<file path="config.mk">
export PLATFORM = sky130hd
export DESIGN_NAME = joystickNav
export DESIGN_NICKNAME = d
export VERILOG_FILES = /design/src/source/joystickPkg.sv /design/src/source/spiByteIf.sv /design/src/source/joystickNav.sv /design/src/source/axisRepeater.sv /design/src/source/frameReader.sv /design/src/source/spiByteEngine.sv
export SDC_FILE = /design/constraint.sdc
export NUM_CORES = 1
export LEC_CHECK = 0
export ABC_AREA = 1
export BUFFER_PORTS_ARGS = -buffer_cell sky130_fd_sc_hd__buf_4
export CAP_MARGIN = 40
export CORE_AREA = 2 2 152 154
export CTS_BUF_LIST = sky130_fd_sc_hd__clkbuf_4 sky130_fd_sc_hd__clkbuf_8
export DETAILED_ROUTE_END_ITERATION = 8
export DIE_AREA = 0 0 154 156
export PLACE_DENSITY_LB_ADDON = 0.05
export SKIP_LAST_GASP = 1
export SYNTH_ARGS = -nofsm -noshare
export SYNTH_HDL_FRONTEND = slang
export SYNTH_SLANG_ARGS = --single-unit
</file>
<file path="constraint.sdc">
create_clock -name CLK -period 1.9 [get_ports CLK]
set_clock_uncertainty 0.05 [all_clocks]
set_input_delay 0.19 -clock CLK [delete_from_list [all_inputs] [get_ports CLK]]
set_output_delay 0.19 -clock CLK [all_outputs]
set_load 0.01 [all_outputs]
</file>
<file path="src/source/joystickPkg.sv">
package joystickPkg;

    // ==================================================================
    // Serial frame geometry
    // ==================================================================
    localparam int BYTE_BITS   = 8;   // Bits per SPI byte
    localparam int FRAME_BYTES = 5;   // Bytes per joystick poll
    localparam int POS_BITS    = 10;  // Axis resolution

    typedef logic [POS_BITS-1:0] posType;

    // Deflection limits, strict on entry
    localparam posType HIGH_THRESHOLD = 10'd750;
    localparam posType LOW_THRESHOLD  = 10'd300;

    // ==================================================================
    // Frame layout as received from the joystick module
    // ==================================================================
    typedef struct packed {
        logic [7:0] xLow;      // Byte 0
        logic [5:0] xHighPad;
        logic [1:0] xHigh;     // Byte 1, top bits of x
        logic [7:0] yLow;      // Byte 2
        logic [5:0] yHighPad;
        logic [1:0] yHigh;     // Byte 3, top bits of y
        logic [5:0] buttonPad;
        logic       downClick; // Byte 4 buttons
        logic       click;
    } jstkFields;

    // Same 40 bits, seen as raw bytes or as decoded fields
    typedef union packed {
        logic [0:FRAME_BYTES-1][BYTE_BITS-1:0] bytes; // Index 0 is first received
        jstkFields                             fields;
    } jstkFrame;

    // ==================================================================
    // Axis repeat controller states
    // ==================================================================
    typedef enum logic [2:0] {
        idle,       // Stick near center
        negWait,    // Below low limit, hold time running
        negRepeat,  // Below low limit, repeating
        posWait,    // Above high limit, hold time running
        posRepeat   // Above high limit, repeating
    } axisState;

endpackage
</file>
<file path="src/source/spiByteIf.sv">
`timescale 1ns/1ps

// One byte exchange between frame sequencer and SPI engine
interface spiByteIf import joystickPkg::*; ();

    logic                 start;  // One cycle, txByte valid
    logic [BYTE_BITS-1:0] txByte; // Byte to shift out
    logic [BYTE_BITS-1:0] rxByte; // Byte shifted in, valid with done
    logic                 done;   // One cycle at end of transfer

    // Frame side
    modport sequencer (
        output start,
        output txByte,
        input  rxByte,
        input  done
    );

    // Serial side
    modport engine (
        input  start,
        input  txByte,
        output rxByte,
        output done
    );

endinterface

</file>
<file path="src/source/joystickNav.sv">
`timescale 1ns/1ps

module joystickNav import joystickPkg::*; #(
    parameter int POLL_CYCLES   = 20_000_000,  // 5 Hz at 100 MHz
    parameter int SCLK_HALF     = 750,         // About 66.7 kHz sclk
    parameter int HOLD_CYCLES   = 30_000_000,
    parameter int REPEAT_CYCLES = 10_000_000
) (
    input  logic       CLK,
    input  logic       RST,
    input  logic       miso,
    input  logic [1:0] leds,
    output logic       ss,
    output logic       sclk,
    output logic       mosi,
    output logic       left,
    output logic       right,
    output logic       up,
    output logic       down,
    output logic       click,
    output logic       downClick
);

    posType xPos;   // Latest x from the reader
    posType yPos;

    spiByteIf byteBus ();

    // ==================================================================
    // Serial side
    // ==================================================================
    frameReader #(
        .POLL_CYCLES (POLL_CYCLES)
    ) reader (
        .CLK       (CLK),
        .RST       (RST),
        .leds      (leds),
        .bus       (byteBus.sequencer),
        .ss        (ss),
        .xPos      (xPos),
        .yPos      (yPos),
        .click     (click),
        .downClick (downClick)
    );

    spiByteEngine #(
        .SCLK_HALF (SCLK_HALF)
    ) engine (
        .CLK  (CLK),
        .RST  (RST),
        .miso (miso),
        .bus  (byteBus.engine),
        .sclk (sclk),
        .mosi (mosi)
    );

    // ==================================================================
    // Navigation, low side maps to left and up
    // ==================================================================
    axisRepeater #(
        .HOLD_CYCLES   (HOLD_CYCLES),
        .REPEAT_CYCLES (REPEAT_CYCLES)
    ) xAxis (
        .CLK      (CLK),
        .RST      (RST),
        .pos      (xPos),
        .negPulse (left),
        .posPulse (right)
    );

    axisRepeater #(
        .HOLD_CYCLES   (HOLD_CYCLES),
        .REPEAT_CYCLES (REPEAT_CYCLES)
    ) yAxis (
        .CLK      (CLK),
        .RST      (RST),
        .pos      (yPos),
        .negPulse (up),
        .posPulse (down)
    );

endmodule

</file>
<file path="src/source/axisRepeater.sv">
`timescale 1ns/1ps

module axisRepeater import joystickPkg::*; #(
    parameter int HOLD_CYCLES   = 30_000_000, // Wait before repeating
    parameter int REPEAT_CYCLES = 10_000_000  // Spacing of repeats
) (
    input  logic   CLK,
    input  logic   RST,
    input  posType pos,
    output logic   negPulse,   // Left or up
    output logic   posPulse    // Right or down
);

    localparam int CNT_MAX = (HOLD_CYCLES > REPEAT_CYCLES) ? HOLD_CYCLES : REPEAT_CYCLES;
    localparam int CNT_W   = $clog2(CNT_MAX + 1);

    axisState         state;
    axisState         nextState;
    logic [CNT_W-1:0] cnt;
    logic [CNT_W-1:0] nextCnt;
    logic             nextNeg;
    logic             nextPos;
    logic             isHigh;      // Beyond high limit
    logic             isLow;       // Beyond low limit

    assign isHigh = (pos > HIGH_THRESHOLD);
    assign isLow  = (pos < LOW_THRESHOLD);

    // ==================================================================
    // State, counter and pulse registers
    // ==================================================================
    always_ff @(posedge CLK) begin
        if (RST) begin
            state    <= idle;
            cnt      <= '0;
            negPulse <= 1'b0;
            posPulse <= 1'b0;
        end else begin
            state    <= nextState;
            cnt      <= nextCnt;
            negPulse <= nextNeg;
            posPulse <= nextPos;
        end
    end

    // ==================================================================
    // Next state
    // ==================================================================
    always_comb begin
        nextState = state;
        nextCnt   = '0;
        nextNeg   = 1'b0;
        nextPos   = 1'b0;
        case (state)
            idle: begin
                if (isHigh) begin
                    nextState = posWait;
                    nextPos   = 1'b1;          // Immediate pulse
                end else if (isLow) begin
                    nextState = negWait;
                    nextNeg   = 1'b1;
                end
            end
            posWait: begin
                nextCnt = cnt + 1'b1;
                if (!isHigh) begin
                    nextState = idle;          // Released, no pulse
                end else if (cnt == CNT_W'(HOLD_CYCLES)) begin
                    nextState = posRepeat;
                    nextCnt   = '0;
                end
            end
            posRepeat: begin
                nextCnt = cnt + 1'b1;
                if (!isHigh) begin
                    nextState = idle;
                end else if (cnt == CNT_W'(REPEAT_CYCLES)) begin
                    nextPos = 1'b1;
                    nextCnt = '0;              // Restart repeat interval
                end
            end
            negWait: begin
                nextCnt = cnt + 1'b1;
                if (!isLow) begin
                    nextState = idle;
                end else if (cnt == CNT_W'(HOLD_CYCLES)) begin
                    nextState = negRepeat;
                    nextCnt   = '0;
                end
            end
            negRepeat: begin
                nextCnt = cnt + 1'b1;
                if (!isLow) begin
                    nextState = idle;
                end else if (cnt == CNT_W'(REPEAT_CYCLES)) begin
                    nextNeg = 1'b1;
                    nextCnt = '0;
                end
            end
            default: nextState = idle;
        endcase
    end

endmodule

</file>
<file path="src/source/frameReader.sv">
`timescale 1ns/1ps

module frameReader import joystickPkg::*; #(
    parameter int POLL_CYCLES = 20_000_000   // CLK cycles between polls
) (
    input  logic        CLK,
    input  logic        RST,
    input  logic [1:0]  leds,          // Low bits of the command byte
    spiByteIf.sequencer bus,
    output logic        ss,            // Active low
    output posType      xPos,
    output posType      yPos,
    output logic        click,
    output logic        downClick
);

    localparam int POLL_W = $clog2(POLL_CYCLES);
    localparam int BYTE_W = $clog2(FRAME_BYTES);

    // ==================================================================
    // Poll and sequencing state
    // ==================================================================
    logic [POLL_W-1:0]    pollCnt;
    logic                 pollDue;     // Poll waiting for a free reader
    logic                 active;      // Frame in progress
    logic                 launch;      // First start next cycle
    logic [BYTE_W-1:0]    byteCnt;     // Bytes already requested and answered
    logic [BYTE_BITS-1:0] cmdByte;
    jstkFrame             workFrame;   // Bytes shift in here
    jstkFrame             nextWork;
    jstkFrame             frameLatch;  // Last complete frame

    // Command byte, top bit marks LED write
    assign cmdByte = {1'b1, {(BYTE_BITS - 3){1'b0}}, leds};

    // Newest byte enters at the bottom, byte 0 ends up on top
    assign nextWork.bytes = {workFrame.bytes[1:FRAME_BYTES-1], bus.rxByte};

    always_ff @(posedge CLK) begin
        if (RST) begin
            pollCnt    <= '0;
            pollDue    <= 1'b0;
            active     <= 1'b0;
            launch     <= 1'b0;
            byteCnt    <= '0;
            ss         <= 1'b1;
            bus.start  <= 1'b0;
            bus.txByte <= '0;
            frameLatch <= '0;
        end else begin
            bus.start <= 1'b0;

            // Begin a frame, ss leads the first start by one cycle
            if (pollDue && !active) begin
                pollDue <= 1'b0;
                active  <= 1'b1;
                launch  <= 1'b1;
                byteCnt <= '0;
                ss      <= 1'b0;
            end

            if (launch) begin
                launch     <= 1'b0;
                bus.start  <= 1'b1;
                bus.txByte <= cmdByte;   // Command goes first
            end

            if (bus.done) begin
                if (byteCnt == BYTE_W'(FRAME_BYTES - 1)) begin
                    active     <= 1'b0;
                    ss         <= 1'b1;
                    frameLatch <= nextWork;    // Same cycle as ss release
                end else begin
                    byteCnt    <= byteCnt + 1'b1;
                    bus.start  <= 1'b1;        // Back to back
                    bus.txByte <= '0;          // Filler bytes
                end
            end

            // Poll timer last so a fresh tick is never lost
            if (pollCnt == POLL_W'(POLL_CYCLES - 1)) begin
                pollCnt <= '0;
                pollDue <= 1'b1;
            end else begin
                pollCnt <= pollCnt + 1'b1;
            end
        end
    end

    always_ff @(posedge CLK) begin
        if (bus.done) begin
            workFrame <= nextWork;
        end
    end

    // ==================================================================
    // Field decode of the latched frame
    // ==================================================================
    assign xPos      = {frameLatch.fields.xHigh, frameLatch.fields.xLow};
    assign yPos      = {frameLatch.fields.yHigh, frameLatch.fields.yLow};
    assign click     = frameLatch.fields.click;
    assign downClick = frameLatch.fields.downClick;

endmodule

</file>
<file path="src/source/spiByteEngine.sv">
`timescale 1ns/1ps

module spiByteEngine import joystickPkg::*; #(
    parameter int SCLK_HALF = 750       // CLK cycles per sclk half period
) (
    input  logic          CLK,
    input  logic          RST,
    input  logic          miso,
    spiByteIf.engine      bus,
    output logic          sclk,         // Idles low
    output logic          mosi
);

    localparam int HALF_W = $clog2(SCLK_HALF + 1);
    localparam int BIT_W  = $clog2(BYTE_BITS);

    // ==================================================================
    // Transfer state
    // ==================================================================
    logic                 busy;         // Byte in flight
    logic                 finish;       // Last falling edge seen
    logic [HALF_W-1:0]    halfCnt;      // Position inside half period
    logic [BIT_W-1:0]     bitCnt;       // Falling edges so far
    logic [BYTE_BITS-1:0] wSR;          // Write shift register
    logic [BYTE_BITS-1:0] rSR;          // Read shift register
    logic                 halfEnd;

    // Half period over while bits still moving
    assign halfEnd = busy && !finish && (halfCnt == HALF_W'(SCLK_HALF - 1));

    assign mosi       = wSR[BYTE_BITS-1]; // MSB first
    assign bus.rxByte = rSR;

    // ==================================================================
    // Clock generation and write path
    // ==================================================================
    always_ff @(posedge CLK) begin
        if (RST) begin
            busy     <= 1'b0;
            finish   <= 1'b0;
            halfCnt  <= '0;
            bitCnt   <= '0;
            sclk     <= 1'b0;
            wSR      <= '0;
            bus.done <= 1'b0;
        end else begin
            bus.done <= 1'b0;
            if (!busy) begin
                if (bus.start) begin
                    busy    <= 1'b1;
                    halfCnt <= '0;
                    bitCnt  <= '0;
                    wSR     <= bus.txByte; // First bit on mosi right away
                end
            end else if (finish) begin
                // One spare cycle, then hand the byte back
                finish   <= 1'b0;
                busy     <= 1'b0;
                bus.done <= 1'b1;
            end else if (halfEnd) begin
                halfCnt <= '0;
                sclk    <= ~sclk;
                if (sclk) begin
                    // Falling edge, next bit out
                    wSR    <= {wSR[BYTE_BITS-2:0], 1'b0};
                    bitCnt <= bitCnt + 1'b1;
                    if (bitCnt == BIT_W'(BYTE_BITS - 1)) begin
                        finish <= 1'b1;   // Eighth period complete
                    end
                end
            end else begin
                halfCnt <= halfCnt + 1'b1;
            end
        end
    end

    // ==================================================================
    // Read path
    // ==================================================================

    // Sample miso where sclk rises, slave moves it on the fall
    always_ff @(posedge CLK) begin
        if (halfEnd && !sclk) begin
            rSR <= {rSR[BYTE_BITS-2:0], miso};
        end
    end

endmodule

</file>
# Yosys cells after proc, flatten, opt, wreduce, memory -nomap -nowiden
# Cells that the tools add are included.
classes:
  n_eq_ne: 29
  addsub: 6
  n_reduce_logical: 20
  n_bitwise: 3
  muxes: 88
  order_cmp: 4
ops:
  columns: ["cell", "n"]
  rows:
  - ["25-bit 2-to-1 mux", 12]
  - ["25-bit case mux with 4 select lines", 2]
  - ["25-bit by 1-bit adder with 25-bit output, second input constant", 3]
  - ["25-bit equality test, second input constant", 3]
  - ["3-bit 2-to-1 mux", 24]
  - ["8-bit 2-to-1 mux", 8]
  - ["25-bit by 24-bit equality test with 1-bit output, second input constant", 2]
  - ["10-bit 2-to-1 mux", 4]
  - ["1-bit 2-to-1 mux", 32]
  - ["3-bit case mux with 5 select lines", 2]
  - ["10-bit greater-than comparator, second input constant", 2]
  - ["10-bit by 9-bit < comparator with 1-bit output, second input constant", 2]
  - ["3-bit by 2-bit equality test with 1-bit output, second input constant", 4]
  - ["3-bit equality test, second input constant", 4]
  - ["2-bit inequality test, second input constant", 6]
  - ["3-bit inequality test, second input constant", 4]
  - ["10-bit by 1-bit adder with 10-bit output, second input constant", 1]
  - ["10-bit equality test, second input constant", 1]
  - ["5-bit AND reduction", 2]
  - ["1-bit case mux with 2 select lines", 4]
  - ["3-bit by 1-bit adder with 3-bit output, second input constant", 2]
  - ["3-bit by 1-bit equality test with 1-bit output, second input constant", 2]
  - ["3-bit zero test", 2]
  - ["3-bit by 1-bit inequality test with 1-bit output, second input constant", 2]
  - ["other kinds (9)", 20]
totals:
  in_bits: 5
  elab_cells: 176
  register_bits: 206

# Depth between registers and ports, before layout
# Gate-level depths: netlist of the first run.
depth:
  depth_word: 6
  depth_mapped: 13
  mapped_depth_nobuf: 13

# Modules after synthesis
# A second synthesis of the first run with hierarchy kept.
unflattened:
  hier_cells: 1205
  area_unflattened_um2: 9303.9
modules_own_cells:
  columns: ["module", "seq_area_each_um2", "n_inst", "area_per_inst_um2", "cells_each"]
  rows:
  - ["axisRepeater", 600.6, 2, 2004.4, 293]
  - ["frameReader", 2222.1, 1, 3641.0, 402]
  - ["spiByteEngine", 740.7, 1, 1654.1, 217]

# Worst setup path before layout of the first run
# No wires, ideal clock.
synth_timing:
  kind: "register to register"
  start: "reg engine.bus.done"
  end: "reg reader.frameLatch[33] (netlist bit)"
  period_less_slack_ns: 2.093
  slack_ns: -0.193
  stages_incl_launch_ff: 7
  setup_ns: 0.128
  required_time_ns: 1.722
  arrival_ns: 1.915
  cell_sequence: "dfxtp_1 inv_1 nor2_1 clkinv_1 clkbuf_1 o21ai_0 a21oi_1"
synth_via:
  elab_chain_len: 1
synth_lines:
  columns: ["item", "line_no", "rtl"]
  rows:
  - ["start, declared", "spiByteIf.sv:24", "output done"]
  - ["start signal, assigned", "spiByteEngine.sv:45", "bus.done <= 1'b0;"]
  - ["start signal, assigned", "spiByteEngine.sv:47", "bus.done <= 1'b0;"]
  - ["start signal, assigned", "spiByteEngine.sv:59", "bus.done <= 1'b1;"]
  - ["2-bit AND reduction (no line)", null, null]
  - ["end signal, assigned", "frameReader.sv:72", "frameLatch <= nextWork;"]
  - ["end, declared", "frameReader.sv:31", "jstkFrame frameLatch;"]
# Every way passes these cells.
# A chain may end at the register's enable or synchronous reset.

# Worst setup path in the final report of the first run
layout_timing:
  start: "reg xAxis.cnt[0]"
  end: "reg xAxis.cnt[18]"
layout_via:
  elab_chain_len: 4
layout_lines:
  columns: ["item", "line_no", "rtl"]
  rows:
  - ["start, declared", "axisRepeater.sv:19", "logic [CNT_W-1:0] cnt;"]
  - ["start signal, assigned", "axisRepeater.sv:40", "cnt <= nextCnt;"]
  - ["25-bit by 1-bit adder with 25-bit output, or another cell as far along", null, null]
  - ["25-bit 2-to-1 mux (on tied branches) (2 in a row)", null, null]
  - ["25-bit case mux with 4 select lines (*)", "axisRepeater.sv:54", "case (state)"]
# Mark *: on every way between the ends. The rest lies on a longest branch, timed or not.

==> run summary, run 1 <==
Top FF cell, synth: dfxtp_1
Hold Startpoint: reader.workFrame[19]
worst hold path stage count: 0
leakage power: 0.00355 uW
clock share of power: 33.4%
Worst-Skew Late Latency: 0.46 ns
Crit. End Element: flip-flop
Core ar.: 22400 sq um
Die Area: 24000 sq um
layout cells sized above 1: 11.3%
nets@finish: 1220
leading post-synthesis cells by cell area: dfxtp_1, edfxtp_1, nand2_1, nor2_1, inv_1
n_diodes: 0
post-route cell area: 9860 sq um
area delta synth->final: 15.1%
min Tclk post-route: 1.81 ns
Post-Syn Instances: 1142
r2r setup slk: 0.09 ns
Synth cell types: 36
Detail Placement HPWL: 13100 um
pre-CTS setup slack: 0.0342 ns
Port Buffers: 13
Synth Net Count: 1158
Routed Antenna Nets: 0
max cap viols: 0
PwrDens: 827 nW/um^2
WP data required: 2.20 ns
reg-to-reg startpoint: xAxis.cnt[0]
clock root cell: clkbuf_8
H-tree depth: 4
first-pass GRT wire length: 31400 um
result of the run: completed
top cell type's share of synthesized area: 34.6%
R2R cell count: 12
post-synthesis sequential area ratio: 48.6%
most common cell after layout, fill and taps aside: nand2_1
worst-path fanout max: 6
worst slew pin tran: 0.460 ns
Clock Tree Buf Depth: 2
GP Congestion: 0.802
type of the worst min-delay path: reg2reg
Tot GR Track Use: 15.9%
routed len/inst: 12.4 um
Die Y: 156 um
DRC errors left: 0
initial antenna violation count: 0
Final WS setup: 0.0938 ns
Critical Path Slowest Stage Cell: dfxtp_2
CTS tree: built
clk sinks: 188
Logic pwr share: 14.6%
synthesis-stage register bit count: 188
CP top delay family: simple AND/OR/NAND/NOR gates
vias post-DR: 7008
io pins: 14
Switch Pwr: 2350 uW
# setup viols final: 0
Post-synth EDFFs: 40
Worst Hold Path EP: reader.workFrame[27]
final hold violation count: 0
starting DRC count in detailed routing: 309
Initial Util: 38.3%
placed cell areas: 9260 sq um
Internal: 5810 uW
largest net degree at the start of global routing: 34
CP Cell Sequence: inv_2, ha_4, nand3_2, nor2_2, nand2_2, nor2_4, nand2_1, nand2_1, nand4_1, nand2_4, clkbuf_16, nor2_1
clock-pin slew on the worst setup and hold paths: 0.11 ns
RR Endpoint: xAxis.cnt[18]
final non-filler cell total: 1502
number of global-route vias before repair: 6718
Placed Cells: 1460
final worst-path cycle share: 95.1%
worst endpoint data arrival time: 2.10 ns
worst setup path category: reg2reg
Max-slew headroom: 69.1%
TNS Setup: 0 ns
yosys warns: 0
Post-Syn Area per Cell: 7.50 sq um
most used cell along the critical path: nand2_1
Total Routed Length: 18600 um
Peak Freq: 554 MHz
leading area contributor after synthesis: dfxtp_1
cell row count: 55
worst path bufs/invs: 2
DRT Pass-1 Iters: 5
slowest cell delay on critical path: 0.35 ns
ys async rst share: 0%
vias per cell: 4.67
Final Max Slew Viols: 0
Post-Synthesis Cell Area: 8570 sq um
switch share: 28.8%
grt ovf: 0
die width: 154 um
most frequent cells in the layout: nand2_1, nor2_1, inv_1, dfxtp_1, a21oi_1
Core Util, Final: 44.1%
cts bufs inserted: 17
worst vdd ir: 450 uV
Startpoint Class: flip-flop
Reg power frac: 52.0%
==> cells by family after synthesis <==
family                     after synthesis  share of synthesized area [%]
DFF                                    188                           48.6
AOI/OAI and AO/OA                      116                           7.08
and+or+nand+nor                        618                           30.5
buffers and inverters                  166                           7.80
adders and majority gates               11                           1.61
xor gates and xnor gates                43                           4.40
==> worst max path at each step <==
stage	from	end	slack, ns	cells after the start
4_1_cts	xAxis.cnt[0]	xAxis.cnt[14]	0.004	11
6_report	xAxis.cnt[0]	xAxis.cnt[18]	0.09	12
5_1_grt	xAxis.cnt[0]	xAxis.cnt[18]	-0.02	12
3_5_place_dp	xAxis.cnt[0]	xAxis.cnt[14]	0.03	11
3_3_place_gp	xAxis.cnt[0]	xAxis.cnt[14]	0.04	11
2_1_floorplan	engine.bus.done	reader.frameLatch[33]	0.19	6
==> synth_stat cells, types with 6 or more instances <==
cell      number
a21oi_1       54
xnor2_1       13
nor2_2         7
nor3_1        44
clkbuf_1      12
dfxtp_1      148
xor2_1        30
nand2_1      264
inv_1        143
o21ai_0       51
nand3_1       53
edfxtp_1      40
nand4_1       16
nor2_1       204
buf_6          6
ha_1          11
nand2_2        6
==> layer usage <==
| layer | vias up | share of wire (%) | global-route usage (%) |
|---|---|---|---|
| met4 | 0 | 1.2 | 4.23 |
| met3 | 17 | 2.0 | 3.03 |
| li1 | 3752 | - | - |
| met5 | - | 0 | 0 |
| met2 | 61 | 48 | 27.7 |
| met1 | 3178 | 49 | 20.4 |
==> layout make-up <==
type                    count  area, sq um
clock buffers              18          248
clock inverters            14          148
fillers                  2288        12500
inverters                 148          556
multi-input cells         788         3810
flip-flops and latches    188         4170
well taps                 285          357
repair buffers             61          569
==> registers in the layout (all words and copies together), names as in the netlist, 3 cells and up <==
register / count
reader.byteCnt: 3
reader.pollCnt: 25
yAxis.state: 3
xAxis.state: 3
reader.bus.txByte: 8
yAxis.cnt: 25
engine.halfCnt: 10
engine.bitCnt: 3
xAxis.cnt: 25
engine.bus.rxByte: 8
reader.workFrame: 32
engine.wSR: 8
reader.frameLatch: 22
==> power by group through the flow <==
stage,sequential (uW),combinational [uW],clock (uW)
floorplan,4330,728,0
global placement,4330,1050,0
detailed placement,4330,1040,0
CTS,4240,1050,2830
global route,4260,1350,3000
finish,4250,1190,2720
==> repair_timing <==
item | in CTS | in global routing
hold endpoints to repair | 4 | 0
hold buffers | 4 | 0
setup endpoints to repair | 0 | 67
setup buffers | 0 | 3
resized for setup | 0 | 29
==> stage by stage <==
step / power [uW] / hold slack (ns)
final: 8160 / 0.371
after global routing: 8610 / 0.374
after CTS: 8120 / 0.369
after detailed placement: 5370 / 0.327
after global placement: 5380 / 0.327
after floorplan: 5050 / 0.239
No activity file was read; power rests on OpenSTA's default activity.
==> run 2: changes to the inputs <==
--- a/config.mk
+++ b/config.mk
@@ -12,6 +12,7 @@
 export CTS_BUF_LIST = sky130_fd_sc_hd__clkbuf_4 sky130_fd_sc_hd__clkbuf_8
 export DETAILED_ROUTE_END_ITERATION = 8
 export DIE_AREA = 0 0 154 156
+export MAX_ROUTING_LAYER = met4
 export PLACE_DENSITY_LB_ADDON = 0.05
 export SKIP_LAST_GASP = 1
 export SYNTH_ARGS = -nofsm -noshare
==> constraint.sdc (replaced) <==
create_clock -name CLK -period 1.9 [get_ports CLK]
set_clock_uncertainty 0.05 [all_clocks]
set_input_delay 0.285 -clock CLK [delete_from_list [all_inputs] [get_ports CLK]]
set_output_delay 0.285 -clock CLK [all_outputs]
set_load 0.01 [all_outputs]
==> run 2 against run 1 <==
Combinational power about the same; sequential share of layout area up 0.054 points; non-clock buffer count decreased by 1; critical path type unchanged; first-iteration DRC count up 2.9%; highest routed layer unchanged; total power is 0.53% higher; wire length is 1.3% lower; count of clock-buffer cells in the layout down 1; die area is the same; critical endpoint is now xAxis.cnt[24]; utilization is essentially flat.
==> run summary, run 2 (synthesized netlist as in run 1, its figures left out) <==
Worst Hold Path EP: reader.bus.txByte[1] (was reader.workFrame[27])
final hold violation count: 0 (unchanged)
RSZ-0062 raised after global routing: yes
clk sinks: 188 (unchanged)
Die Y: 156 um (unchanged)
reg-to-reg startpoint: xAxis.cnt[0] (unchanged)
die width: 154 um (unchanged)
RR Endpoint: xAxis.cnt[24] (was xAxis.cnt[18])
worst setup path category: reg2reg (unchanged)
Clock Tree Buf Depth: 2 (unchanged)
clock-pin slew on the worst setup and hold paths: 0.11 ns (about the same)
number of global-route vias before repair: 6579 (was 6718)
max reg flops: 32 (unchanged)
Hold Startpoint: leds[1] (was reader.workFrame[19])
Max-slew headroom: 69.7% (was 69.1%)
r2r setup slk: 0.12 ns (was 0.09 ns)
DRT Pass-1 Iters: 5 (unchanged)
Peak Freq: 562 MHz (was 554 MHz)
Tot GR Track Use: 16.1% (was 15.9%)
GP Congestion: 0.831 (was 0.802)
Worst-Skew Late Latency: 0.46 ns (about the same)
Detail Placement HPWL: 13200 um (was 13100 um)
clock root cell: clkbuf_8 (unchanged)
layout cells sized above 1: 11.0% (was 11.3%)
io pins: 14 (unchanged)
first-pass GRT wire length: 30700 um (was 31400 um)
PwrDens: 832 nW/um^2 (was 827 nW/um^2)
max cap viols: 0 (unchanged)
H-tree depth: 4 (unchanged)
worst endpoint data arrival time: 2.13 ns (was 2.10 ns)
Core ar.: 22400 sq um (unchanged)
cell row count: 55 (unchanged)
CTS tree: built (unchanged)
worst slew pin tran: 0.452 ns (was 0.460 ns)
vias post-DR: 6991 (was 7008)
Total Routed Length: 18400 um (was 18600 um)
Final Max Slew Viols: 0 (unchanged)
starting DRC count in detailed routing: 318 (was 309)
vias per cell: 4.66 (was 4.67)
largest net degree at the start of global routing: 34 (unchanged)
Initial Util: 38.3% (unchanged)
placed cell areas: 9250 sq um (was 9260 sq um)
Most flops, register: reader.workFrame (unchanged)
worst hold path stage count: 3 (was 0)
R2R cell count: 10 (was 12)
min Tclk post-route: 1.78 ns (was 1.81 ns)
DRC errors left: 0 (unchanged)
area delta synth->final: 15.1% (about the same)
Die Area: 24000 sq um (unchanged)
post-route cell area: 9860 sq um (about the same)
WP data required: 2.25 ns (was 2.20 ns)
grt ovf: 0 (unchanged)
result of the run: completed (unchanged)
most frequent cells in the layout: nand2_1, nor2_1, inv_1, dfxtp_1, a21oi_1 (unchanged)
TNS Setup: 0 ns (unchanged)
n_diodes: 0 (unchanged)
worst vdd ir: 359 uV (was 450 uV)
initial antenna violation count: 0 (unchanged)
routed len/inst: 12.2 um (was 12.4 um)
worst-path fanout max: 4 (was 6)
leakage power: 0.00355 uW (about the same)
Crit. End Element: flip-flop (unchanged)
Port Buffers: 13 (unchanged)
nets@finish: 1219 (was 1220)
Startpoint Class: flip-flop (unchanged)
most common cell after layout, fill and taps aside: nand2_1 (unchanged)
type of the worst min-delay path: in2reg (was reg2reg)
final worst-path cycle share: 93.6% (was 95.1%)
Routed Antenna Nets: 0 (unchanged)
Final WS setup: 0.122 ns (was 0.0938 ns)
cts bufs inserted: 17 (unchanged)
# setup viols final: 0 (unchanged)
pre-CTS setup slack: 0.0886 ns (was 0.0342 ns)
## run 2: changes by cell type in the layout (fill, tap and decap cells not counted), moves of 2 or more
cell     previous run  this run
nor2_4              6         4
nand2_2            11         8
nand2_1           258       261
nand3_2             2         0
nor2_1            199       201
## run 2: through the flow
stage,utilization [%],power (uW),hold slack [ns],std cells
2_1_floorplan,-,5050,0.334,1142
3_3_place_gp,41.4,5360,0.352,1459
3_5_place_dp,41.4,5340,0.355,1459
4_1_cts,43.3,8160,0.0111,1494
5_1_grt,44.1,8640,0.0288,1501
6_report,44.1,8200,0.0423,1501
## run 2: worst max-delay path: stages (launching register included)
cell and delay (ns):
dfxtp_4 0.39, ha_1 0.19, nand2_1 0.07, nor2_1 0.13, nand2_1 0.14, nor2_2 0.14, nand2_2 0.10, nor3_2 0.19
nand2_1 0.09, xor2_1 0.14, nor2_1 0.10
## run 2: timing repair
action	4_1_cts	5_1_grt
setup buffers	0	4
setup endpoints to repair	0	79
hold buffers	3	0
hold endpoints to repair	3	0
gates resized for setup	0	28
## run 2: worst max path at each step
stage	startpoint	end	slack (ns)	cells after the start
floorplan	engine.bus.done	reader.frameLatch[33]	0.19	6
finish	xAxis.cnt[0]	xAxis.cnt[24]	0.12	10
detailed placement	xAxis.cnt[0]	xAxis.cnt[18]	0.09	12
CTS	xAxis.cnt[0]	xAxis.cnt[18]	0.05	12
global route	xAxis.cnt[0]	xAxis.cnt[14]	-0.05	11
global placement	xAxis.cnt[0]	xAxis.cnt[10]	0.09	12
## run 2: final cells by class
class / count / area [sq um]
fill: 2282 / 12500
sequential: 188 / 4180
multi-input combinational: 788 / 3790
timing repair buffer: 60 / 559
inverter: 148 / 558
tap: 285 / 357
clock buffer: 17 / 234
clock inverter: 15 / 176
## run 2: power by group
| part | switching, uW | internal [uW] |
|---|---|---|
| Clock | 1550 | 1220 |
| Combinational | 666 | 506 |
| Sequential | 90.3 | 4160 |
| Total | 2310 | 5890 |
## run 2: layer usage
metal | vias to the layer above | global-route usage (%) | routed length [um]
li1 | 3759 | - | -
met1 | 3142 | 20.5 | 9050
met2 | 82 | 26.5 | 8670
met3 | 8 | 3.03 | 471
met4 | 0 | 4.27 | 157
met5 | - | - | 0
